### src/logic/lsuConfigPkg.sv
package lsuConfigPkg;

    // default cache geometry
    parameter int defNumWays = 2;
    parameter int defNumSets = 16;
    parameter int defLineWords = 4;

    // byte address width of the core
    parameter int addrWidth = 32;

    // width of the load tag and store id carried through the pipelines
    parameter int idWidth = 8;

    // address fields for the default geometry
    parameter int defWayWidth = $clog2(defNumWays);
    parameter int defIndexWidth = $clog2(defNumSets);
    parameter int defWordIdxWidth = $clog2(defLineWords);
    parameter int defOffsetWidth = defWordIdxWidth + 2;
    parameter int defLineAddrWidth = addrWidth - defOffsetWidth;
    parameter int defTagWidth = defLineAddrWidth - defIndexWidth;

    // cache line number as seen by the memory controller, way above set
    parameter int defLineIdWidth = defWayWidth + defIndexWidth;

endpackage

### src/logic/lsuTypesPkg.sv
package lsuTypesPkg;

    // commands to the memory controller
    typedef enum logic [1:0] {
        cmdNone,
        cmdReplace,
        cmdCopyIn
    } memCmd;

    // transfer engine states
    typedef enum logic [1:0] {
        idle,
        issue,
        waitFill
    } arbState;

    // access size of a load
    typedef enum logic [1:0] {
        sizeByte,
        sizeHalf,
        sizeWord
    } ldSize;

endpackage

### src/logic/missArbiter.sv
`timescale 1ns/1ns

module missArbiter #(
    parameter int numWays = lsuConfigPkg::defNumWays,
    parameter int numSets = lsuConfigPkg::defNumSets,
    parameter int lineWords = lsuConfigPkg::defLineWords,
    localparam int wayWidth = $clog2(numWays),
    localparam int indexWidth = $clog2(numSets),
    localparam int offsetWidth = $clog2(lineWords) + 2,
    localparam int lineAddrWidth = lsuConfigPkg::addrWidth - offsetWidth,
    localparam int tagWidth = lineAddrWidth - indexWidth
) (
    input  logic clk,
    input  logic rst,

    input  logic ldMissValid,
    input  logic [lsuConfigPkg::addrWidth-1:0] ldMissAddr,
    input  logic stMissValid,
    input  logic [lsuConfigPkg::addrWidth-1:0] stMissAddr,

    output logic [indexWidth-1:0] vicSet,
    output logic [wayWidth-1:0] vicWay,
    input  logic [tagWidth-1:0] vicTag,
    input  logic vicValid,
    input  logic vicDirty,

    output logic tagWe,
    output logic [indexWidth-1:0] tagSet,
    output logic [wayWidth-1:0] tagWay,
    output logic [tagWidth-1:0] tagValue,

    output logic xferValid,
    output logic [lineAddrWidth-1:0] xferLine,
    output logic [wayWidth-1:0] fillWay,
    output logic [indexWidth-1:0] fillSet,

    output lsuTypesPkg::memCmd memCmd,
    output logic [wayWidth+indexWidth-1:0] memCacheLine,
    output logic [lsuConfigPkg::addrWidth-1:0] memReadAddr,
    output logic [lsuConfigPkg::addrWidth-1:0] memWriteAddr,

    input  logic memStall,
    input  logic memDone
);

    import lsuConfigPkg::*;
    import lsuTypesPkg::*;

    arbState state;
    logic [wayWidth-1:0] wayCnt;
    logic [addrWidth-1:0] pickAddr;
    logic take;

    // loads have priority over stores
    assign pickAddr = ldMissValid ? ldMissAddr : stMissAddr;
    assign take = state == idle && (ldMissValid || stMissValid);

    // round-robin victim in the set of the miss
    assign vicSet = pickAddr[offsetWidth +: indexWidth];
    assign vicWay = wayCnt;

    // the new tag goes in right away, the line stays blocked until memDone
    assign tagWe = take;
    assign tagSet = vicSet;
    assign tagWay = wayCnt;
    assign tagValue = pickAddr[addrWidth-1 -: tagWidth];

    assign xferValid = state != idle;
    assign xferLine = memReadAddr[addrWidth-1:offsetWidth];
    assign fillWay = memCacheLine[indexWidth +: wayWidth];
    assign fillSet = memCacheLine[indexWidth-1:0];

    always_ff @(posedge clk) begin
        if (rst) begin
            state <= idle;
            memCmd <= cmdNone;
            wayCnt <= '0;
        end else begin
            case (state)
                idle: begin
                    if (take) begin
                        state <= issue;
                        wayCnt <= wayCnt + 1'b1;
                        // only a dirty victim needs writing back
                        memCmd <= (vicValid && vicDirty) ? cmdReplace : cmdCopyIn;
                    end
                end
                issue: begin
                    // command holds under back-pressure
                    if (!memStall) begin
                        memCmd <= cmdNone;
                        state <= waitFill;
                    end
                end
                waitFill: begin
                    if (memDone) begin
                        state <= idle;
                    end
                end
                default: state <= idle;
            endcase
        end
    end

    // transfer addresses, line aligned
    always_ff @(posedge clk) begin
        if (take) begin
            memCacheLine <= {wayCnt, vicSet};
            memReadAddr <= {pickAddr[addrWidth-1:offsetWidth], {offsetWidth{1'b0}}};
            memWriteAddr <= {vicTag, vicSet, {offsetWidth{1'b0}}};
        end
    end

endmodule

### config.mk
export PLATFORM = sky130hd
export DESIGN_NAME = missArbiter
export DESIGN_NICKNAME = d
export VERILOG_FILES = /design/src/logic/lsuConfigPkg.sv /design/src/logic/lsuTypesPkg.sv /design/src/logic/missArbiter.sv
export SDC_FILE = /design/constraint.sdc
export NUM_CORES = 1
export LEC_CHECK = 0
export BUFFER_PORTS_ARGS = -buffer_cell sky130_fd_sc_hd__buf_4
export CAP_MARGIN = 20
export CORE_MARGIN = 2
export CORE_UTILIZATION = 30
export DETAILED_ROUTE_END_ITERATION = 6
export GPL_ROUTABILITY_DRIVEN = 0
export PLACE_DENSITY = 0.67
export SLEW_MARGIN = 0
export SYNTH_ARGS = -nofsm -noshare
export SYNTH_HDL_FRONTEND = slang
export SYNTH_SLANG_ARGS = --single-unit
### constraint.sdc
create_clock -name clk -period 4.5 [get_ports clk]
set_clock_uncertainty 0.05 [all_clocks]
set_input_delay 0.225 -clock clk [delete_from_list [all_inputs] [get_ports clk]]
set_output_delay 0.225 -clock clk [all_outputs]
set_load 0.05 [all_outputs]
* Word level (Yosys, flattened, before mapping) *
Index checks and enable logic that the tools add are counted.

word-level totals
  output and inout port bits = 140
  logic and storage cells = 30
  register bits after elaboration = 66

cells by class
  reduce and logical (&&, ||, !) cells = 9
  eq/ne operators = 5
  add/sub/neg operators = 1
  muxes and demuxes = 9

operators by type and width
  cell                   number
  $mux W32               1
  $mux W2                6
  $ne A2 B2 Y1 const B   3
  $pmux W2 S3            1
  $reduce_and A3 Y1      2
  $pmux W2 S2            1
  $reduce_bool A2 Y1     2
  $eq A2 B1 Y1 const B   1
  $eq A2 B2 Y1 const B   1
  $logic_and A1 B1 Y1    2
  $logic_not A2 Y1       1
  $reduce_and A2 Y1      1
  $add A1 B1 Y1 const B  1
  $logic_or A1 B1 Y1     1

* Logic depth before layout (Yosys ltp) *
  word-level depth = 4
  mapped depth = 4
  mapped depth without buffers = 3

* Least setup slack after synthesis *
OpenSTA, ideal clock, no wires.

  kind = reg-to-reg
  start point = reg state[0]
  end point = reg memCacheLine[0], enable pin
  path buffers = 0
  library setup time = 422 ps
  slack = 1,777 ps
  arrival time = 2,251 ps
  stages on the path, launching flop included = 4
  required time = 4,028 ps
  clock period less this slack = 2,723 ps
  path through = dfxtp_1 or2_4 or2_4 inv_1

between the ends
  longest elaborated chain between the ends = 2

ends and longest elaborated chain
  item                    RTL line            RTL
  from (decl)             missArbiter.sv:49   arbState state;
  from (signal assigned)  missArbiter.sv:75   state <= idle;
  from (signal assigned)  missArbiter.sv:82   state <= issue;
  from (signal assigned)  missArbiter.sv:92   state <= waitFill;
  $logic_not A2 Y1        missArbiter.sv:56   assign take = state == idle && (ldMissValid || stMissValid);
  $logic_and A1 B1 Y1     missArbiter.sv:56
  net tagWe               missArbiter.sv:27   output logic tagWe,
  to (signal assigned)    missArbiter.sv:108  memCacheLine <= {wayCnt, vicSet};
  to (decl)               missArbiter.sv:38   output logic [wayWidth+indexWidth-1:0] memCacheLine,

The timed path passes the listed nets, and every way through them passes these cells.
A chain may end at the register's enable or synchronous reset.

* Final worst setup path *
  start point = reg state[0]
  end point = out tagWe

between the ends
  longest elaborated chain between the ends = 2

ends and longest elaborated chain
  item                 RTL line
  $logic_not A2 Y1     missArbiter.sv:56
  $logic_and A1 B1 Y1  missArbiter.sv:56
  to (decl)            missArbiter.sv:27

No other way between the ends.

==> summary.txt <==
Worst setup path
  • Setup crit start kind: flip-flop
  • Critical path type: reg2out
  • Crit Reg-Reg Startpoint: state[0]$_SDFFE_PP0P_
  • CP Capture Type: output port
  • R2R cell count: 4
  • CP Launch Point: state[0]$_SDFFE_PP0P_
  • WP data arrival: between 1500 and 2000 ps
  • CP required: 4220 ps
  • CP max FO: 42

Synthesis
  • Count of different cell masters after synthesis: 19
  • Top cells by area, synth: edfxtp_1 (62%), buf_4 (16%), mux2_2 (12%)
  • Async SR Flop Fraction: 0%
  • Mapped Area: 2557 um2
  • Post-synthesis sequential area ratio: about 66%
  • Synth area leader: edfxtp_1
  • Top-count cell post-synth: buf_4
  • Post-synth top flop: edfxtp_1
  • Area share of the largest cell type after synthesis: 62.23%
  • Synth Warn #: 0
  • Most frequent cells after synthesis: buf_4 (54), edfxtp_1 (53), mux2_2 (28)
  • Average size of a mapped cell: 15.69 um2
  • Cells after synthesis: between 150 and 200
  • Number of synthesized flops with an enable pin: 53
  • Seq cells post-synth: 58

Detailed routing
  • Avg WL per Cell: roughly 15 um
  • First drt pass iteration count: 4
  • Vias per cell: 4.257
  • DR iter-0 viols: 52
  • Final wirelength: 6.892 mm
  • Total number of vias: 2018
  • Residual DRC: 0
  • Post-route ant nets: 0

STA
  • Max-slew violation count: 0
  • Final hold vios: 0
  • Final period utilization: 50.20%
  • Unrepaired setup endpoints after global routing: false
  • Fmax: 442.7 MHz
  • Setup_tns: 0 ps
  • Final setup vio count: 0
  • Tmin final: roughly 2300 ps

GRT
  • Gr usage total: 13.52%
  • Vias in the first global route: 1855
  • First-pass GRT wire length: approximately 9 mm
  • Pin count of the biggest net entering global routing: 55
  • Initial antenna violation count: 0
  • Overflow after GRT: 0

Final layout
  • Nets: 460
  • Antenna cells: 0
  • Fin util: 53.38%
  • Area Overhead vs Synth: 72.36%
  • Fin area: roughly 4400 um2
  • Fill count: 701
  • Layout cells sized above 1: roughly 73%

CTS
  • Clk_lat worst skew: 320 ps
  • Sink Count: 58
  • Total setup buffers inserted after CTS: 0
  • Num CTS Buffers: 9
  • TritonCTS clock tree: done
  • Clock Path Buffers: 2
  • Root Driver: clkbuf_8
  • Clock Pin Slew Worst Setup and Hold Paths: around 70 ps
  • H-tree depth: 3

Placement
  • I/O Buffers: 219
  • Final HPWL DP: 5.059 mm
  • Dpl cell area: between 3000 and 4000 um2

Floorplan
  • Die Wd: 96.33 um
  • DIE AREA: ~9300 um2
  • I/O pin total: around 240
  • Site Rows: 33
  • CORE AREA: between 8000 and 9000 um2
  • Initial core utilization: 30.97%
  • Die height: 96.33 um

Flow run
  • Max cap viols: 0

Pwr
  • Leakage: ~2 nW
  • Maximum VDD drop: between 0.0002 and 0.00025 V
  • Power Dens Cells: 466.1 nW/um2

Worst hold path
  • Hold Path Stages: 1
  • Hold WC Path Type: in2reg
  • Hold_sp: vicTag[23]

Outcome
  • Status: finished clean
-- state kept, by name, summed over array words and instances, names as in the netlist --
register and cells:
memCacheLine 5, memReadAddr 24, state 2, tagWay 1, memCmd 2, memWriteAddr 24
-- final cells by class --
| cell class | instances | area (um2) | share of cell area, % |
|---|---|---|---|
| Clock buffer | 9 | 123.9 | 2.810 |
| Clock inverter | 7 | 125.1 | 2.838 |
| Inverter | 2 | 7.507 | 0.1703 |
| Multi-Input combinational cell | 53 | 464.2 | 10.53 |
| Sequential cell | 58 | 1692 | 38.38 |
| Tap cell | 105 | 131.4 | 2.980 |
| Timing Repair Buffer | 240 | 1864 | 42.29 |
-- kinds of logic after synthesis --
group / Yosys count / share of synthesized area (%)
simple gates: 10 / 2.691
buf+inv: 59 / 16.73
mux: 28 / 12.33
other cells: 1 / 0.1466
flops: 58 / 66.15
compound gates: 7 / 1.957
-- routing by layer --
metal | track usage (%) | routed length [um] | vias to the layer above
li1 | - | - | 929
met1 | 13.68 | 2279 | 935
met2 | 24.07 | 3696 | 146
met3 | 6.500 | 836 | 8
met4 | 4.930 | 80 | 0
met5 | 0 | 0 | -
-- worst paths after layout --
| kind | to | slack (ps) |
|---|---|---|
| max reg2reg | memWriteAddr[29]$_DFFE_PP_ | 2690 |
| min | memWriteAddr[31]$_DFFE_PP_ | 30 |
| max | tagWe | 2240 |
| min reg2reg | memCmd[1]$_SDFFE_PP0P_ | 430 |
-- cells in the final DEF (no fill, tap or decap) --
cell	Yosys	routed
bufinv_16	0	3
buf_4	54	219
nand2_1	1	1
dlygate4sd3_1	0	20
o32ai_1	1	1
a21oi_1	3	3
nor2_1	1	1
nand2b_1	2	2
clkbuf_8	0	9
inv_1	2	1
nand3b_1	1	1
or3b_1	1	1
mux2_2	28	28
or2_4	2	2
conb_1	1	8
o21ai_0	2	2
inv_2	0	1
clkinv_4	0	3
o32ai_2	1	1
or3_1	1	1
edfxtp_1	53	53
buf_12	0	1
or3b_2	1	1
inv_6	0	1
dfxtp_1	5	5
-- power by group --
group	total (mW)	internal, mW	leakage (nW)	switching (mW)
Clock	0.597	0.373	0.124	0.225
Combinational	0.768	0.233	1.32	0.535
Sequential	0.689	0.660	0.560	0.0294
Total	2.05	1.27	2.01	0.790
-- per-stage QoR --
step	std cells	hold slack [ps]	power [mW]	worst slack, ps
final	474	25.19	2.055	2241
after global routing	474	0.1378	2.138	2113
after CTS	463	0.1018	2.072	1773
after detailed placement	437	354.6	1.456	2001
after global placement	437	353.6	1.450	2056
after floorplan	170	244.1	1.264	1777
-- critical path: stages, from the launching register on --
cell     delay [ps]
dfxtp_1         330
or2_4           270
or2_4           280
inv_2           260
buf_12          270
buf_4           240
-- what timing repair did --
item,CTS,global route
resized for setup,0,0
endpoints found under the setup margin,0,0
endpoints found under the hold margin,10,10
hold buffers,10,10
Power figures use the tool's default switching activity.
