==> src/logic/lsuConfigPkg.sv <==
package lsuConfigPkg;

    // default cache geometry
    parameter int defNumWays = 2;
    parameter int defNumSets = 16;
    parameter int defLineWords = 4;

    // byte address width of the core
    parameter int addrWidth = 32;

    // width of the load tag and store id carried through the pipelines
    parameter int idWidth = 8;

    // address fields for the default geometry
    parameter int defWayWidth = $clog2(defNumWays);
    parameter int defIndexWidth = $clog2(defNumSets);
    parameter int defWordIdxWidth = $clog2(defLineWords);
    parameter int defOffsetWidth = defWordIdxWidth + 2;
    parameter int defLineAddrWidth = addrWidth - defOffsetWidth;
    parameter int defTagWidth = defLineAddrWidth - defIndexWidth;

    // cache line number as seen by the memory controller, way above set
    parameter int defLineIdWidth = defWayWidth + defIndexWidth;

endpackage

==> src/logic/lsuTypesPkg.sv <==
package lsuTypesPkg;

    // commands to the memory controller
    typedef enum logic [1:0] {
        cmdNone,
        cmdReplace,
        cmdCopyIn
    } memCmd;

    // transfer engine states
    typedef enum logic [1:0] {
        idle,
        issue,
        waitFill
    } arbState;

    // access size of a load
    typedef enum logic [1:0] {
        sizeByte,
        sizeHalf,
        sizeWord
    } ldSize;

endpackage

==> src/logic/loadPipe.sv <==
`timescale 1ns/1ns

module loadPipe #(
    parameter int numWays = lsuConfigPkg::defNumWays,
    parameter int numSets = lsuConfigPkg::defNumSets,
    parameter int lineWords = lsuConfigPkg::defLineWords,
    localparam int indexWidth = $clog2(numSets),
    localparam int wordIdxWidth = $clog2(lineWords),
    localparam int offsetWidth = wordIdxWidth + 2,
    localparam int lineAddrWidth = lsuConfigPkg::addrWidth - offsetWidth,
    localparam int tagWidth = lineAddrWidth - indexWidth
) (
    input  logic clk,
    input  logic rst,

    input  logic ldValid,
    input  logic [lsuConfigPkg::addrWidth-1:0] ldAddr,
    input  lsuTypesPkg::ldSize ldSize,
    input  logic ldSigned,
    input  logic [lsuConfigPkg::idWidth-1:0] ldTag,

    output logic rdEn,
    output logic [indexWidth+wordIdxWidth-1:0] rdAddr,
    input  logic [numWays-1:0][tagWidth-1:0] tags,
    input  logic [numWays-1:0] tagValid,
    input  logic [numWays-1:0][31:0] words,

    input  logic xferValid,
    input  logic [lineAddrWidth-1:0] xferLine,

    output logic ldResValid,
    output logic [lsuConfigPkg::idWidth-1:0] ldResTag,
    output logic [31:0] ldResult,
    output logic ldFail,

    output logic missValid,
    output logic [lsuConfigPkg::addrWidth-1:0] missAddr
);

    import lsuConfigPkg::*;
    import lsuTypesPkg::*;

    logic valid1, valid2;
    logic [addrWidth-1:0] addr1, addr2;
    lsuTypesPkg::ldSize size1, size2;
    logic signed1, signed2;
    logic [idWidth-1:0] tag1, tag2;
    logic hit1, hit2;
    logic [31:0] word1, word2;
    logic inXfer;

    // set and word index are adjacent in the address
    assign rdEn = ldValid;
    assign rdAddr = ldAddr[offsetWidth+indexWidth-1:2];

    // stage 1 compares the tags of all ways
    always_comb begin
        hit1 = 1'b0;
        word1 = words[0];
        for (int w = 0; w < numWays; w++) begin
            if (tagValid[w] && tags[w] == addr1[addrWidth-1 -: tagWidth]) begin
                hit1 = 1'b1;
                word1 = words[w];
            end
        end
    end

    always_ff @(posedge clk) begin
        if (rst) begin
            valid1 <= 1'b0;
            valid2 <= 1'b0;
        end else begin
            valid1 <= ldValid;
            valid2 <= valid1;
        end
    end

    always_ff @(posedge clk) begin
        addr1 <= ldAddr;
        size1 <= ldSize;
        signed1 <= ldSigned;
        tag1 <= ldTag;
        addr2 <= addr1;
        size2 <= size1;
        signed2 <= signed1;
        tag2 <= tag1;
        hit2 <= hit1;
        word2 <= word1;
    end

    // stage 2, a line still being filled is not usable
    assign inXfer = xferValid && addr2[addrWidth-1:offsetWidth] == xferLine;

    assign ldResValid = valid2 && hit2 && !inXfer;
    assign ldFail = valid2 && !(hit2 && !inXfer);
    assign ldResTag = tag2;
    assign missValid = valid2 && !hit2;
    assign missAddr = addr2;

    always_comb begin
        logic [7:0] byteSel;
        logic [15:0] halfSel;
        byteSel = word2[8*addr2[1:0] +: 8];
        halfSel = word2[16*addr2[1] +: 16];
        case (size2)
            sizeByte: ldResult = {{24{signed2 & byteSel[7]}}, byteSel};
            sizeHalf: ldResult = {{16{signed2 & halfSel[15]}}, halfSel};
            default: ldResult = word2;
        endcase
    end

endmodule

==> config.mk <==
export PLATFORM = sky130hd
export DESIGN_NAME = loadPipe
export DESIGN_NICKNAME = d
export VERILOG_FILES = /design/src/logic/lsuConfigPkg.sv /design/src/logic/lsuTypesPkg.sv /design/src/logic/loadPipe.sv
export SDC_FILE = /design/constraint.sdc
export NUM_CORES = 1
export LEC_CHECK = 0
export BUFFER_PORTS_ARGS = -buffer_cell sky130_fd_sc_hd__buf_2
export CORE_UTILIZATION = 43
export CTS_BUF_LIST = sky130_fd_sc_hd__clkbuf_16
export DETAILED_ROUTE_END_ITERATION = 16
export PLACE_DENSITY = 0.8
export SETUP_SLACK_MARGIN = 0.05
export SLEW_MARGIN = 20
export SYNTH_ARGS = -nofsm -noshare
export SYNTH_HDL_FRONTEND = slang
export SYNTH_SLANG_ARGS = --single-unit
==> constraint.sdc <==
create_clock -name clk -period 2.22 [get_ports clk]
set_input_delay 0.444 -clock clk [delete_from_list [all_inputs] [get_ports clk]]
set_output_delay 0.444 -clock clk [all_outputs]
set_load 0.02 [all_outputs]
# [Word level (Yosys, flattened, before mapping)]
# Index checks and enable logic that the tools add are counted.
[totals] input_bits=189 wordCells=35 regBits=121
[op_classes] bitwise_logic=2 n_shift=2 eq_ne=4 reduce_logical=12 n_mux=3
[ops] operator="$pmux 32 s2" n=1
[ops] operator="$eq 24x24->1" n=2
[ops] operator="$mux 32" n=1
[ops] operator="$shiftx 32x6->16" n=1
[ops] operator="$shiftx 32x6->8" n=1
[ops] operator="$eq 28x28->1" n=1
[ops] operator="$logic_and 1x1->1" n=8
[ops] operator="$logic_not 1->1" n=3
[ops] operator="$and 1x1->1" n=2
[ops] operator="$eq 2x1->1 const B" n=1
[ops] operator="$logic_not 2->1" n=1
[ops] operator="$mux 1" n=1

# [Longest topological paths before layout]
[depth] ltp_word=6 depth_mapped=7

# [Worst setup path after synthesis]
# No wires, ideal clock.
[synth_path] path_type="register to output" startpoint="register addr2[1] (netlist: missAddr[1])" endpoint="output port ldResult[0]" setup_slack_ps=-116 t_arrival_ps=1892 path_stages_with_launch=6 cell_sequence="dfxtp_1 -> buf_1 -> inv_1 -> nor2_1 -> a22oi_1 -> o21ai_0"
[synth_via] elab_chain_len=2 word_cells_on_any_way=3
[synth_rtl] element="start: declaration" line_no="loadPipe.sv:44" text="logic [addrWidth-1:0] addr1, addr2;"
[synth_rtl] element="start signal: assignment" line_no="loadPipe.sv:83" text="addr2 <= addr1;"
[synth_rtl] element="$shiftx 32x6->16 / $shiftx 32x6->8 (equally long branches)" line_no="loadPipe.sv:104, loadPipe.sv:103"
[synth_rtl] element="$pmux 32 s2 *" line_no="loadPipe.sv:105" text="case (size2)"
[synth_rtl] element="end: declaration" line_no="loadPipe.sv:33" text="output logic [31:0] ldResult,"
# Mark *: on every way between the ends. The rest lies on a longest branch, timed or not.

# [Final worst setup path]
[layout_path] startpoint="register addr2[11] (netlist: missAddr[11])" endpoint="output port ldFail"
[layout_via] elab_chain_len=6
[layout_rtl] element="$eq 28x28->1" line_no="loadPipe.sv:92" text="assign inXfer = xferValid && addr2[addrWidth-1:offsetWidth] == xferLine;"
[layout_rtl] element="$logic_and 1x1->1" line_no="loadPipe.sv:92"
[layout_rtl] element="$logic_not 1->1" line_no="loadPipe.sv:95" text="assign ldFail = valid2 && !(hit2 && !inXfer);"
[layout_rtl] element="$logic_and 1x1->1" line_no="loadPipe.sv:95"
[layout_rtl] element="$logic_not 1->1" line_no="loadPipe.sv:95"
[layout_rtl] element="$logic_and 1x1->1" line_no="loadPipe.sv:95"
[layout_rtl] element="end: declaration" line_no="loadPipe.sv:34" text="output logic ldFail,"
# Every way passes these cells.

==> results.md <==
- I/O pin count: ~270
- Switching Share: 0.273
- Global-route wire length before repair: ~21000 um
- WP depth: 6
- Ys flop type: dfxtp_1
- DRT Wirelength: between 10000 and 15000 um
- Clock latency on the worst-skew pair: about 0.41 ns
- DP HPWL: between 10000 and 15000 um
- Gate power share: 0.141
- Post-synth top area cell: dfxtp_1
- Worst slew pin tran: 0.413 ns
- Clk pwr share: 0.459
- GR Util met2: 0.461
- CP endpoint kind: output pin
- Worst setup margin: -0.329 ns
- Port Buffer Count: between 200 and 300
- Non-Filler Instances: slightly above 800
- Core box area: 0.00995 mm2
- Cell family with most CP delay: simple AND/OR/NAND/NOR gates
- Post-route DRC violation count: 0
- Failing checks: setup timing
- CP max FO: 2
- Root Buffer: clkbuf_16
- Met3 Track Usage GR: 0.0771
- Placement Setup Slack: -0.252 ns
- RSZ-0062 raised after global routing: true
- Fmax: a little under 400 MHz
- Clk buf depth: 2
- Post-Syn Area: 0.00450 mm2
- Ranking of synthesized cells by area: dfxtp_1, mux2_4, xnor2_1
- Setup crit start: missAddr[11]
- Met1 GRT Util: 0.263
- P_sw: ~1.6 mW
- Hold Buf Count CTS: 0
- GPL Wtd Cong: 0.905
- Post-route ant nets: 0
- Clock slew at reported path FFs: 0.06 ns
- Post-layout nets: roughly 850
- Initial Util: 0.452
- Yosys warnings: 0
- Largest net degree at the start of global routing: 33
- CP Cell Sequence: xor2_1, nor4_1, nand4_1, o41ai_2, and2_1, buf_4
- R2R setup slack: between 0.2 and 0.25 ns
- Reg2Reg Capture Point: word2[7]
- Post-DP Area: 0.00596 mm2
- Power Density: around 860 mW/mm2
- Post-synth top area share: 0.539
- Cell area after layout: 0.00693 mm2
- Period utilisation layout: 1.15
- Commonest non-fill, non-tap cell in the layout: buf_2
- Top Usage Layer GRT: met2
- Number of antenna violations at the first check in global routing: 1
- DR WL/cell: ~17 um
- Dpl cells: ~770
- Gate count after technology mapping: 376
- Sequential share of power: 0.401
- Reg2reg start: addr1[31]
- Final Critical Period: between 2 and 3 ns
- Final Hold Viols: 0
- Peak supply drop: 0.678 mV
- Row cnt: 36
- Synth Register Bits: between 100 and 150
- Post-Syn Nets: approximately 570
- CTS tree: yes
- Vias in the first global route: between 4000 and 5000
- Post-synthesis async set-or-reset flop share: 0
- Number of CTS-inserted buffers: 17
- Hold Path Class: primary input to flop
- Grt ovf: 0
- 1st-pass router iterations: 5
- Die area: ~0.011 mm2
- Critical Path RT: 1.78 ns
- Worst Setup Start Kind: flop
- Setup Skew: roughly 0.012 ns
- Syn avg cell area: about 12 um2
- Area delta synth->final: 54.2%
- Clock Sinks: between 100 and 150
- # Max-Cap Violations: 0
- EDFF count, synth: 0
- Layout cells sized above 1: 0.576
- Arrival @ worst endpoint: approximately 2.1 ns
- Max incr delay on CP: 0.33 ns
- Final Util: 0.697
- Final setup viols: 26
- Reg2reg path depth: 6
- Routed via count: just under 4000
- Vias/cell: slightly below 5
- Slowest CP cell: dfxtp_2
- Hold Slack: between 0.1 and 0.15 ns
- Leakage: between 3 and 4 nW
- Relative slew margins: 0.721
- Critical path buffer and inverter count: 1
- Kind of critical path: flop to output pin
- Chip height: around 100 um
- H-tree Lvls: 4
- DRT iter0 DRCs: 124
- Sequential share of the synthesized area: 0.539
- Most frequent cells in the layout: buf_2, dfxtp_1, xnor2_1, xor2_1, mux2_4
- Run status: finished with violations
- Final Max Tran Viols: 0
- Die extent in x: approximately 100 um
- Internal Power: roughly 4.3 mW
- CP Capture Point: ldFail
- Gr usage total: 0.255
- Number of distinct library cells after synthesis: 32
[registers in the layout, summed over array words and instances (netlist names)]
register  flops
word2        32
addr1        32
missAddr     32
valid1        1
signed1       1
size2         2
size1         2
valid2        1
signed2       1
tag1          8
ldResTag      8
hit2          1
[power groups by stage]
stage / combinational [mW] / clock [mW] / sequential [mW]
after floorplan: 0.360 / 0 / 2.44
after global placement: 0.716 / 0 / 2.42
after detailed placement: 0.732 / 0 / 2.42
after CTS: 0.804 / 2.77 / 2.38
after global routing: 0.888 / 2.89 / 2.39
final: 0.836 / 2.73 / 2.38
[cell usage after synthesis, types with 7 or more instances]
cell / number
dfxtp_1: 121
mux2_4: 30
a22oi_1: 8
nor4_1: 8
nand2_1: 19
clkbuf_1: 7
xnor2_1: 40
o21ai_0: 16
nand4_1: 16
mux2_2: 11
a21oi_1: 7
a21o_1: 17
buf_4: 7
xor2_1: 36
[how the worst min path moves through the flow]
stage                     slack, ns           to        from  cells after the start
after detailed placement       0.31  ldResTag[3]     tag1[3]                      0
after global routing           0.11      tag1[2]    ldTag[2]                      1
after floorplan                0.31  missAddr[1]    addr1[1]                      0
after global placement         0.31  ldResTag[1]     tag1[1]                      0
after CTS                      0.11    addr1[25]  ldAddr[25]                      1
final                          0.13    addr1[29]  ldAddr[29]                      1
[cells by family after synthesis]
kind of cell | synth area share
buf+inv | 0.0287
flops | 0.539
compound gates | 0.0771
simple gates | 0.0776
mux | 0.130
xor+xnor | 0.148
[area by class of cell]
class	instances	area (um2)
tap	133	166
clock inverter	15	173
antenna	1	2.50
multi-input combinational	235	2090
fill	737	3020
inverter	2	12.5
clock buffer	17	425
sequential	121	2430
timing repair buffer	282	1640
[per-stage QoR]
| stage | setup TNS (ns) | total power [mW] |
|---|---|---|
| floorplan | 0 | 2.80 |
| global placement | -0.460 | 3.13 |
| detailed placement | -0.647 | 3.15 |
| CTS | -4.99 | 5.96 |
| global route | -7.63 | 6.17 |
| finish | -5.43 | 5.95 |
[per-layer routing]
layer | part of all wire | wire length, um
met1 | 0.37 | 5140
met2 | 0.53 | 7430
met3 | 0.073 | 1020
met4 | 0.029 | 403
met5 | 0 | 0
[repair_timing]
| item | 4_1_cts | 5_1_grt |
|---|---|---|
| pin swaps | 6 | 5 |
| cloned | 1 | 1 |
| setup endpoints to repair | 32 | 34 |
| setup buffers | 4 | 1 |
| resized for setup | 71 | 23 |
Note: power is estimated with default switching activity, not from simulation.
