**src/logic/lsuConfigPkg.sv**
```systemverilog
package lsuConfigPkg;

    // default cache geometry
    parameter int defNumWays = 2;
    parameter int defNumSets = 16;
    parameter int defLineWords = 4;

    // byte address width of the core
    parameter int addrWidth = 32;

    // width of the load tag and store id carried through the pipelines
    parameter int idWidth = 8;

    // address fields for the default geometry
    parameter int defWayWidth = $clog2(defNumWays);
    parameter int defIndexWidth = $clog2(defNumSets);
    parameter int defWordIdxWidth = $clog2(defLineWords);
    parameter int defOffsetWidth = defWordIdxWidth + 2;
    parameter int defLineAddrWidth = addrWidth - defOffsetWidth;
    parameter int defTagWidth = defLineAddrWidth - defIndexWidth;

    // cache line number as seen by the memory controller, way above set
    parameter int defLineIdWidth = defWayWidth + defIndexWidth;

endpackage

```
**src/logic/storePipe.sv**
```systemverilog
`timescale 1ns/1ns

module storePipe #(
    parameter int numWays = lsuConfigPkg::defNumWays,
    parameter int numSets = lsuConfigPkg::defNumSets,
    parameter int lineWords = lsuConfigPkg::defLineWords,
    localparam int wayWidth = $clog2(numWays),
    localparam int indexWidth = $clog2(numSets),
    localparam int wordIdxWidth = $clog2(lineWords),
    localparam int offsetWidth = wordIdxWidth + 2,
    localparam int lineAddrWidth = lsuConfigPkg::addrWidth - offsetWidth,
    localparam int tagWidth = lineAddrWidth - indexWidth
) (
    input  logic clk,
    input  logic rst,

    input  logic stValid,
    input  logic [lsuConfigPkg::addrWidth-1:0] stAddr,
    input  logic [31:0] stData,
    input  logic [3:0] stMask,
    input  logic [lsuConfigPkg::idWidth-1:0] stId,

    output logic rdEn,
    output logic [indexWidth-1:0] rdAddr,
    input  logic [numWays-1:0][tagWidth-1:0] tags,
    input  logic [numWays-1:0] tagValid,

    input  logic xferValid,
    input  logic [lineAddrWidth-1:0] xferLine,

    output logic dataWe,
    output logic [indexWidth-1:0] dataSet,
    output logic [wayWidth-1:0] dataWay,
    output logic [wordIdxWidth-1:0] dataWordIdx,
    output logic [31:0] dataWrite,
    output logic [3:0] dataMask,

    output logic stAckValid,
    output logic [lsuConfigPkg::idWidth-1:0] stAckId,
    output logic stAckFail,

    output logic missValid,
    output logic [lsuConfigPkg::addrWidth-1:0] missAddr
);

    import lsuConfigPkg::*;

    logic valid1, valid2;
    logic [addrWidth-1:0] addr1, addr2;
    logic [31:0] data1, data2;
    logic [3:0] mask1, mask2;
    logic [idWidth-1:0] id1, id2;
    logic hit1, hit2;
    logic [wayWidth-1:0] way1, way2;
    logic writeOk;

    assign rdEn = stValid;
    assign rdAddr = stAddr[offsetWidth +: indexWidth];

    // stage 1 finds the hitting way
    always_comb begin
        hit1 = 1'b0;
        way1 = '0;
        for (int w = 0; w < numWays; w++) begin
            if (tagValid[w] && tags[w] == addr1[addrWidth-1 -: tagWidth]) begin
                hit1 = 1'b1;
                way1 = wayWidth'(w);
            end
        end
    end

    always_ff @(posedge clk) begin
        if (rst) begin
            valid1 <= 1'b0;
            valid2 <= 1'b0;
        end else begin
            valid1 <= stValid;
            valid2 <= valid1;
        end
    end

    always_ff @(posedge clk) begin
        addr1 <= stAddr;
        data1 <= stData;
        mask1 <= stMask;
        id1 <= stId;
        addr2 <= addr1;
        data2 <= data1;
        mask2 <= mask1;
        id2 <= id1;
        hit2 <= hit1;
        way2 <= way1;
    end

    // stores only land on a present line that is not being refilled
    assign writeOk = hit2 && !(xferValid && addr2[addrWidth-1:offsetWidth] == xferLine);

    assign dataWe = valid2 && writeOk;
    assign dataSet = addr2[offsetWidth +: indexWidth];
    assign dataWay = way2;
    assign dataWordIdx = addr2[offsetWidth-1:2];
    assign dataWrite = data2;
    assign dataMask = mask2;

    assign stAckValid = valid2;
    assign stAckId = id2;
    assign stAckFail = valid2 && !writeOk;

    // misses still go to the arbiter so a retry can hit
    assign missValid = valid2 && !hit2;
    assign missAddr = addr2;

endmodule

```
**config.mk**
```make
export PLATFORM = sky130hd
export DESIGN_NAME = storePipe
export DESIGN_NICKNAME = d
export VERILOG_FILES = /design/src/logic/lsuConfigPkg.sv /design/src/logic/storePipe.sv
export SDC_FILE = /design/constraint.sdc
export NUM_CORES = 1
export LEC_CHECK = 0
export BUFFER_PORTS_ARGS = -buffer_cell sky130_fd_sc_hd__buf_2
export CORE_ASPECT_RATIO = 1.5
export CORE_MARGIN = 5
export CORE_UTILIZATION = 42
export DETAILED_ROUTE_END_ITERATION = 6
export PLACE_DENSITY = 0.8
export SYNTH_ARGS = -nofsm -noshare
export SYNTH_HDL_FRONTEND = slang
export SYNTH_SLANG_ARGS = --single-unit
export TNS_END_PERCENT = 50
```
**constraint.sdc**
```tcl
create_clock -name clk -period 2.5 [get_ports clk]
set_clock_uncertainty 0.15 [all_clocks]
set_input_delay 0.125 -clock clk [delete_from_list [all_inputs] [get_ports clk]]
set_output_delay 0.125 -clock clk [all_outputs]
set_load 0.02 [all_outputs]
```
### After elaboration in Yosys (flattened, before gate mapping)

Index checks and enable logic that the tools add are counted.

* register bits after elaboration: 156
* input bits: 158
* output and inout port bits: 92
* word-level logic and storage cells: 27

* eq/ne operators: 3
* muxes and demuxes: 2
* reductions and logical operators: 10

Operators with widths (number)
* == test 24 bit: 2
* == test 28 bit: 1
* logical AND 1 bit: 7
* logical NOT 1 bit: 3
* two-way mux 1 bit: 2

### Depth between registers and ports, before layout

Gate-level depths: netlist of run 1.

* depth after elaboration: 6
* mapped depth: 5
* gate-level depth less buffers: 5

### Worst setup path after synthesis of run 1

OpenSTA, ideal clock, no wires.

* path type: flip-flop to output port
* from: register addr2[6] (netlist: missAddr[6])
* to: output port stAckFail
* data arrival time: 1.825 ns
* data required time: 2.225 ns
* slack: 0.400 ns
* cell stages (with the launch flop): 6
* path buffers: 0
* path through: dfxtp_1 -> xnor2_1 -> nand4_1 -> or4_1 -> o41ai_2 -> and2_1

* cells in the longest elaborated chain, start to end: 6

Ends and longest elaborated chain
* start, declared: RTL line storePipe.sv:49 `logic [addrWidth-1:0] addr1, addr2;`
* start signal, assigned: RTL line storePipe.sv:87 `addr2 <= addr1;`
* == test 28 bit: RTL line storePipe.sv:96 `assign writeOk = hit2 && !(xferValid && addr2[addrWidth-1:offsetWidth] == xferLine);`
* logical AND 1 bit: RTL line storePipe.sv:96
* logical NOT 1 bit: RTL line storePipe.sv:96
* logical AND 1 bit: RTL line storePipe.sv:96
* logical NOT 1 bit: RTL line storePipe.sv:107 `assign stAckFail = valid2 && !writeOk;`
* logical AND 1 bit: RTL line storePipe.sv:107
* end, declared: RTL line storePipe.sv:40 `output logic stAckFail,`

No other way between the ends.

### Worst setup path after layout of run 1

Same ends and word-level chain as after synthesis.

==> summary.txt, run 1 <==
Clocking
  – CTS root buf: clkbuf_16
  – CTS tree: done
  – Htree depth: 4
  – CTS Buf Count: 17
  – Clk sinks: 156
  – Worst-Skew Late Latency: 0.42 ns
  – Bufs on Longest Clock Path: 2
  – Reg clk slew, reported paths: 0.07 ns

Pwr
  – Peak VDD IR: 0.631 mV
  – Final total power: 5.74 mW
  – Power density over the cells: 836 nW/um2
  – Leak: 3.20 nW

Timing
  – Final critical-path required period: 2.48 ns
  – Tcrit/Tclk final: 0.991
  – Finish-stage setup viols: 0
  – RSZ-0062 raised after global routing: yes
  – Final hold vios: 0
  – Fmax: 0.404 GHz
  – Worst-Margin Slew: 0.427 ns
  – Slew HR: 0.712
  – Slew Viols, Final: 0
  – Setup slack after layout: 0.0234 ns

Placement
  – Gp weighted congestion: 0.774
  – Pre-CTS WS: 0.336 ns
  – HPWL reported at the end of detailed placement: 8860 um
  – IO Port Bufs: 249

Worst setup path
  – Crit end category: output pin
  – Critical path type: reg -> out
  – Data arrival, critical path: 2.20 ns
  – Worst path buffer plus inverter count: 1
  – Crit path largest cell delay: 0.57 ns
  – Required @ worst endpoint: 2.23 ns
  – CP top delay family: simple AND/OR/NAND/NOR gates
  – Slowest CP cell: or4_4
  – Crit path launch type: register
  – Crit-path cells: xnor2_2, nand4_1, or4_4, o41ai_4, and2_4, buf_6
  – CP max FO: 3

Hold path
  – Hold WC Path Type: in -> reg

Drt
  – Drc violations: 0
  – Post-DR wirelength/cell: 17.9 um
  – Vias per cell: 4.45
  – DRT iter0 DRCs: 70
  – Vias: 3310
  – Post-DRT Antenna Nets: 0
  – Final WL: 13300 um
  – DR pass1 iterations: 4

Final layout
  – Antenna cells: 0
  – Commonest non-fill, non-tap cell in the layout: buf_2
  – Area delta synth->final: 68.1%
  – Layout cells sized above 1: 0.466
  – Final core occ: 0.713
  – Most frequent cells in the layout: buf_2 (248), dfxtp_1 (152), dlygate4sd3_1 (82)
  – Layout fillers: 630
  – NumNets Final: 774

Synthesis
  – Synth Register Bits: 156
  – Synth Area per Inst: 14.8 um2
  – Post-synthesis cell type count: 17
  – Post-Syn Nets: 435
  – Synthesized instance count: 277
  – Mapped cell area: 4090 um2
  – Yosys warns: 0
  – Seq/Total Area, Yosys: 0.764

Floorplan
  – Initial cell density of the core: 0.424
  – I/O pin count: 250
  – Num rows: 44
  – Die ar.: 11800 um2
  – Die Y: 131 um
  – Die X: 90.6 um
  – Core box area: 9630 um2

Job
  – Max-Cap Viols: 0

Global route
  – Initial antenna violation count: 0
  – First-pass GRT wire length: 19900 um
  – Largest net degree at the start of global routing: 19
  – All-layer global routing usage: 0.224
  – Vias in the first global route: 3760
  – Total grt overflow: 0

Run status
  – Status: finished clean
[metal layers]
metal | up-vias | wire length (um) | part of all wire | global-route usage
met5 | - | 0 | 0 | 0
met4 | 0 | 384 | 0.029 | 0.107
met3 | 29 | 1180 | 0.088 | 0.0916
met2 | 181 | 7340 | 0.55 | 0.412
met1 | 1521 | 4430 | 0.33 | 0.216
li1 | 1579 | - | - | -
[power breakdown]
part           switching (mW)  internal, mW
combinational           0.258         0.303
sequential             0.0700          2.62
clock                    1.15          1.34
total                    1.48          4.26
[per-stage QoR]
stage / hold slack, ns / cell area [um2] / std cells / TNS [ns]
2_1_floorplan: 0.00272 / 4090 / 277 / 0
3_3_place_gp: 0.0780 / 5400 / 630 / 0
3_5_place_dp: 0.0786 / 5400 / 630 / 0
4_1_cts: 0.0776 / 6810 / 744 / 0
5_1_grt: 0.0956 / 6870 / 744 / -0.139
6_report: 0.0877 / 6870 / 744 / 0
[cells by family after synthesis]
logic type      count (synthesis)  share of synthesized area
buf+inv                        12                     0.0211
compound gates                  2                    0.00643
xor+xnor                       76                      0.163
flops                         156                      0.764
simple gates                   31                     0.0459
[Yosys cell counts]
library cell  instances  share of area
dfxtp_1             156           0.76
xnor2_1              57           0.12
xor2_1               19          0.041
nand4_1              13          0.020
buf_4                11          0.020
nor4_1                4         0.0061
nand2_1               2         0.0018
nand3_1               2         0.0024
nor2_1                2         0.0018
nor2b_1               2         0.0031
nor3_1                2         0.0024
or4_1                 2         0.0037
a41o_1                1         0.0024
and2_1                1         0.0015
inv_1                 1        0.00092
nor4_2                1         0.0031
o41ai_2               1         0.0040
[area by class of cell]
class	instances	area, um2	share of cell area
repair buffers	331	2070	0.302
well taps	115	144	0.0209
multi-input cells	109	927	0.135
flip-flops and latches	156	3130	0.456
clock buffers	17	425	0.0619
inverters	1	3.75	0.000546
clock inverters	15	168	0.0244
[worst reg2reg max path, stage by stage, from the launching register on]
cell,delay [ns]
dfxtp_1,0.35
xnor2_1,0.26
nand4_1,0.15
or4_1,0.54
nor4_2,0.34
dlygate4sd3_1,0.59
[flip-flops by register name (all words and copies together), names as in the netlist, 4 cells and up]
name       flops
data1         32
stAckId        8
addr1         32
mask1          4
dataMask       4
id1            8
missAddr      32
dataWrite     32
[repair_timing]
action	4_1_cts	5_1_grt
pin swaps	1	6
setup buffers	0	0
hold endpoints to repair	80	0
setup endpoints to repair	2	3
cloned	0	0
hold buffers	82	0
resized for setup	0	14
[worst paths after layout]
check,startpoint,depth (start not counted),slack (ns),endpoint
min reg2reg,data1[29],0,0.18,dataWrite[29]
max reg2reg,addr1[16],5,0.05,dataWay
max,missAddr[6],6,0.02,stAckFail
min,tags[23],5,0.09,hit2
Power figures use the tool's default switching activity.
==> inputs of run 2 (changes only) <==
--- a/config.mk
+++ b/config.mk
@@ -7,7 +7,6 @@
 export LEC_CHECK = 0
 export BUFFER_PORTS_ARGS = -buffer_cell sky130_fd_sc_hd__buf_2
 export CORE_ASPECT_RATIO = 1.5
-export CORE_MARGIN = 5
 export CORE_UTILIZATION = 42
 export DETAILED_ROUTE_END_ITERATION = 6
 export PLACE_DENSITY = 0.8
==> summary.txt, run 2 (synthesis gave the netlist of run 1 again) <==
Timing
  – Slew Viols, Final: 0 (unchanged)
  – Finish-stage setup viols: 0 (unchanged)
  – Final hold vios: 0 (unchanged)
  – Tcrit/Tclk final: 0.982 (was 0.991)
  – Slew HR: 0.643 (was 0.712)
  – Fmax: 0.408 GHz (was 0.404 GHz)
  – RSZ-0062 raised after global routing: no (was yes)
  – Final critical-path required period: 2.45 ns (was 2.48 ns)
  – Setup slack after layout: 0.0461 ns (was 0.0234 ns)
  – Worst-Margin Slew: 0.531 ns (was 0.427 ns)

Final layout
  – NumNets Final: 777 (was 774)
  – Commonest non-fill, non-tap cell in the layout: buf_2 (unchanged)
  – Post-Layout Cell Count: 745 (was 744)
  – Final core occ: 0.736 (was 0.713)
  – Area delta synth->final: 68.6% (was 68.1%)
  – Layout fillers: 588 (was 630)
  – Most frequent cells in the layout: buf_2 (248), dfxtp_1 (153), dlygate4sd3_1 (85) (was buf_2 (248), dfxtp_1 (152), dlygate4sd3_1 (82))
  – Final Cell Area: 6890 um2 (was 6870 um2)
  – Layout cells sized above 1: 0.459 (was 0.466)

Pwr
  – Peak VDD IR: 0.672 mV (was 0.631 mV)
  – Power density over the cells: 844 nW/um2 (was 836 nW/um2)
  – Leak: 3.20 nW (about the same)

Placement
  – HPWL reported at the end of detailed placement: 8080 um (was 8860 um)
  – IO Port Bufs: 249 (unchanged)
  – Placed insts: 627 (was 630)
  – Gp weighted congestion: 0.786 (was 0.774)
  – Pre-CTS WS: 0.307 ns (was 0.336 ns)
  – Placed cell area: 5390 um2 (was 5400 um2)

Drt
  – Final WL: 13000 um (was 13300 um)
  – Post-DR wirelength/cell: 17.5 um (was 17.9 um)
  – DRT iter0 DRCs: 64 (was 70)
  – Post-DRT Antenna Nets: 0 (unchanged)
  – DR pass1 iterations: 4 (unchanged)
  – Vias per cell: 4.39 (was 4.45)
  – Drc violations: 0 (unchanged)
  – Vias: 3269 (was 3310)

Worst setup path
  – Critical path type: reg -> out (unchanged)
  – CP max FO: 2 (was 3)
  – Crit path launch type: register (unchanged)
  – Data arrival, critical path: 2.18 ns (was 2.20 ns)
  – Crit end category: output pin (unchanged)
  – Required @ worst endpoint: 2.23 ns (about the same)

Floorplan
  – Initial cell density of the core: 0.437 (was 0.424)
  – Die X: 82.6 um (was 90.6 um)
  – Core box area: 9360 um2 (was 9630 um2)
  – Die ar.: 10100 um2 (was 11800 um2)
  – Die Y: 123 um (was 131 um)
  – I/O pin count: 250 (unchanged)
  – Num rows: 43 (was 44)

Clocking
  – Reg clk slew, reported paths: 0.06 ns (was 0.07 ns)
  – Htree depth: 4 (unchanged)
  – CTS root buf: clkbuf_16 (unchanged)
  – CTS Buf Count: 17 (unchanged)
  – Bufs on Longest Clock Path: 2 (unchanged)
  – Setup bufs post-CTS: 0 (unchanged)
  – Clk sinks: 156 (unchanged)
  – Worst-Skew Late Latency: 0.41 ns (was 0.42 ns)
  – CTS tree: done (unchanged)

Hold path
  – Hold WC Path Type: in -> reg (unchanged)

Global route
  – Largest net degree at the start of global routing: 18 (was 19)
  – Total grt overflow: 0 (unchanged)
  – Initial antenna violation count: 0 (unchanged)
  – Vias in the first global route: 3684 (was 3760)
  – All-layer global routing usage: 0.261 (was 0.224)
  – First-pass GRT wire length: 18400 um (was 19900 um)

Job
  – Max-Cap Viols: 0 (unchanged)

Run status
  – Status: finished clean (unchanged)
## run 2: worst paths after layout
| kind | from | cells after the start | slack (ns) | end |
|---|---|---|---|---|
| max | missAddr[13] | 6 | 0.05 | stAckFail |
| min | tagValid[1] | 4 | 0.01 | dataWay |
| max reg2reg | addr1[12] | 5 | 0.51 | hit2 |
| min reg2reg | data1[27] | 0 | 0.18 | dataWrite[27] |
## run 2: through the flow
step	power [mW]	hold WS, ns	setup TNS, ns
2_1_floorplan	2.94	0.00272	0
3_3_place_gp	3.17	0.0770	0
4_1_cts	5.81	0.00465	-0.000746
3_5_place_dp	3.18	0.0786	0
5_1_grt	6.04	0.0133	0
6_report	5.82	0.0106	0
## run 2: report_power, final
group          switching [mW]  internal [mW]
registers              0.0719           2.62
clock network            1.13           1.43
logic                   0.262          0.305
## run 2: repair_timing
| item | 4_1_cts | 5_1_grt |
|---|---|---|
| setup endpoints to repair | 2 | 2 |
| pin swaps | 4 | 6 |
| gates resized for setup | 6 | 3 |
| hold buffers | 85 | 0 |
| endpoints found under the hold margin | 80 | 0 |
## run 2: layer usage
layer | vias to the layer above | GRT usage | wire (um)
li1 | 1578 | - | -
met5 | - | 0 | 0
met2 | 185 | 0.481 | 7140
met3 | 23 | 0.0959 | 1040
met1 | 1483 | 0.257 | 4500
met4 | 0 | 0.105 | 331
## run 2: cell type report
type                       instances  area, um2  area share
sequential                       156       3130       0.454
timing repair buffer             334       2100       0.305
multi-input combinational        109        917       0.133
clock buffer                      17        425      0.0617
clock inverter                    15        179      0.0260
tap                              112        140      0.0203
inverter                           1       3.75    0.000544
antenna                            1       2.50    0.000363
## run 2: worst max-delay path, stage by stage (launching register included)
cell	delay, ns
dfxtp_1	0.39
xnor2_2	0.12
nand4_1	0.20
or4_4	0.50
o41ai_4	0.25
and2_1	0.17
buf_4	0.13
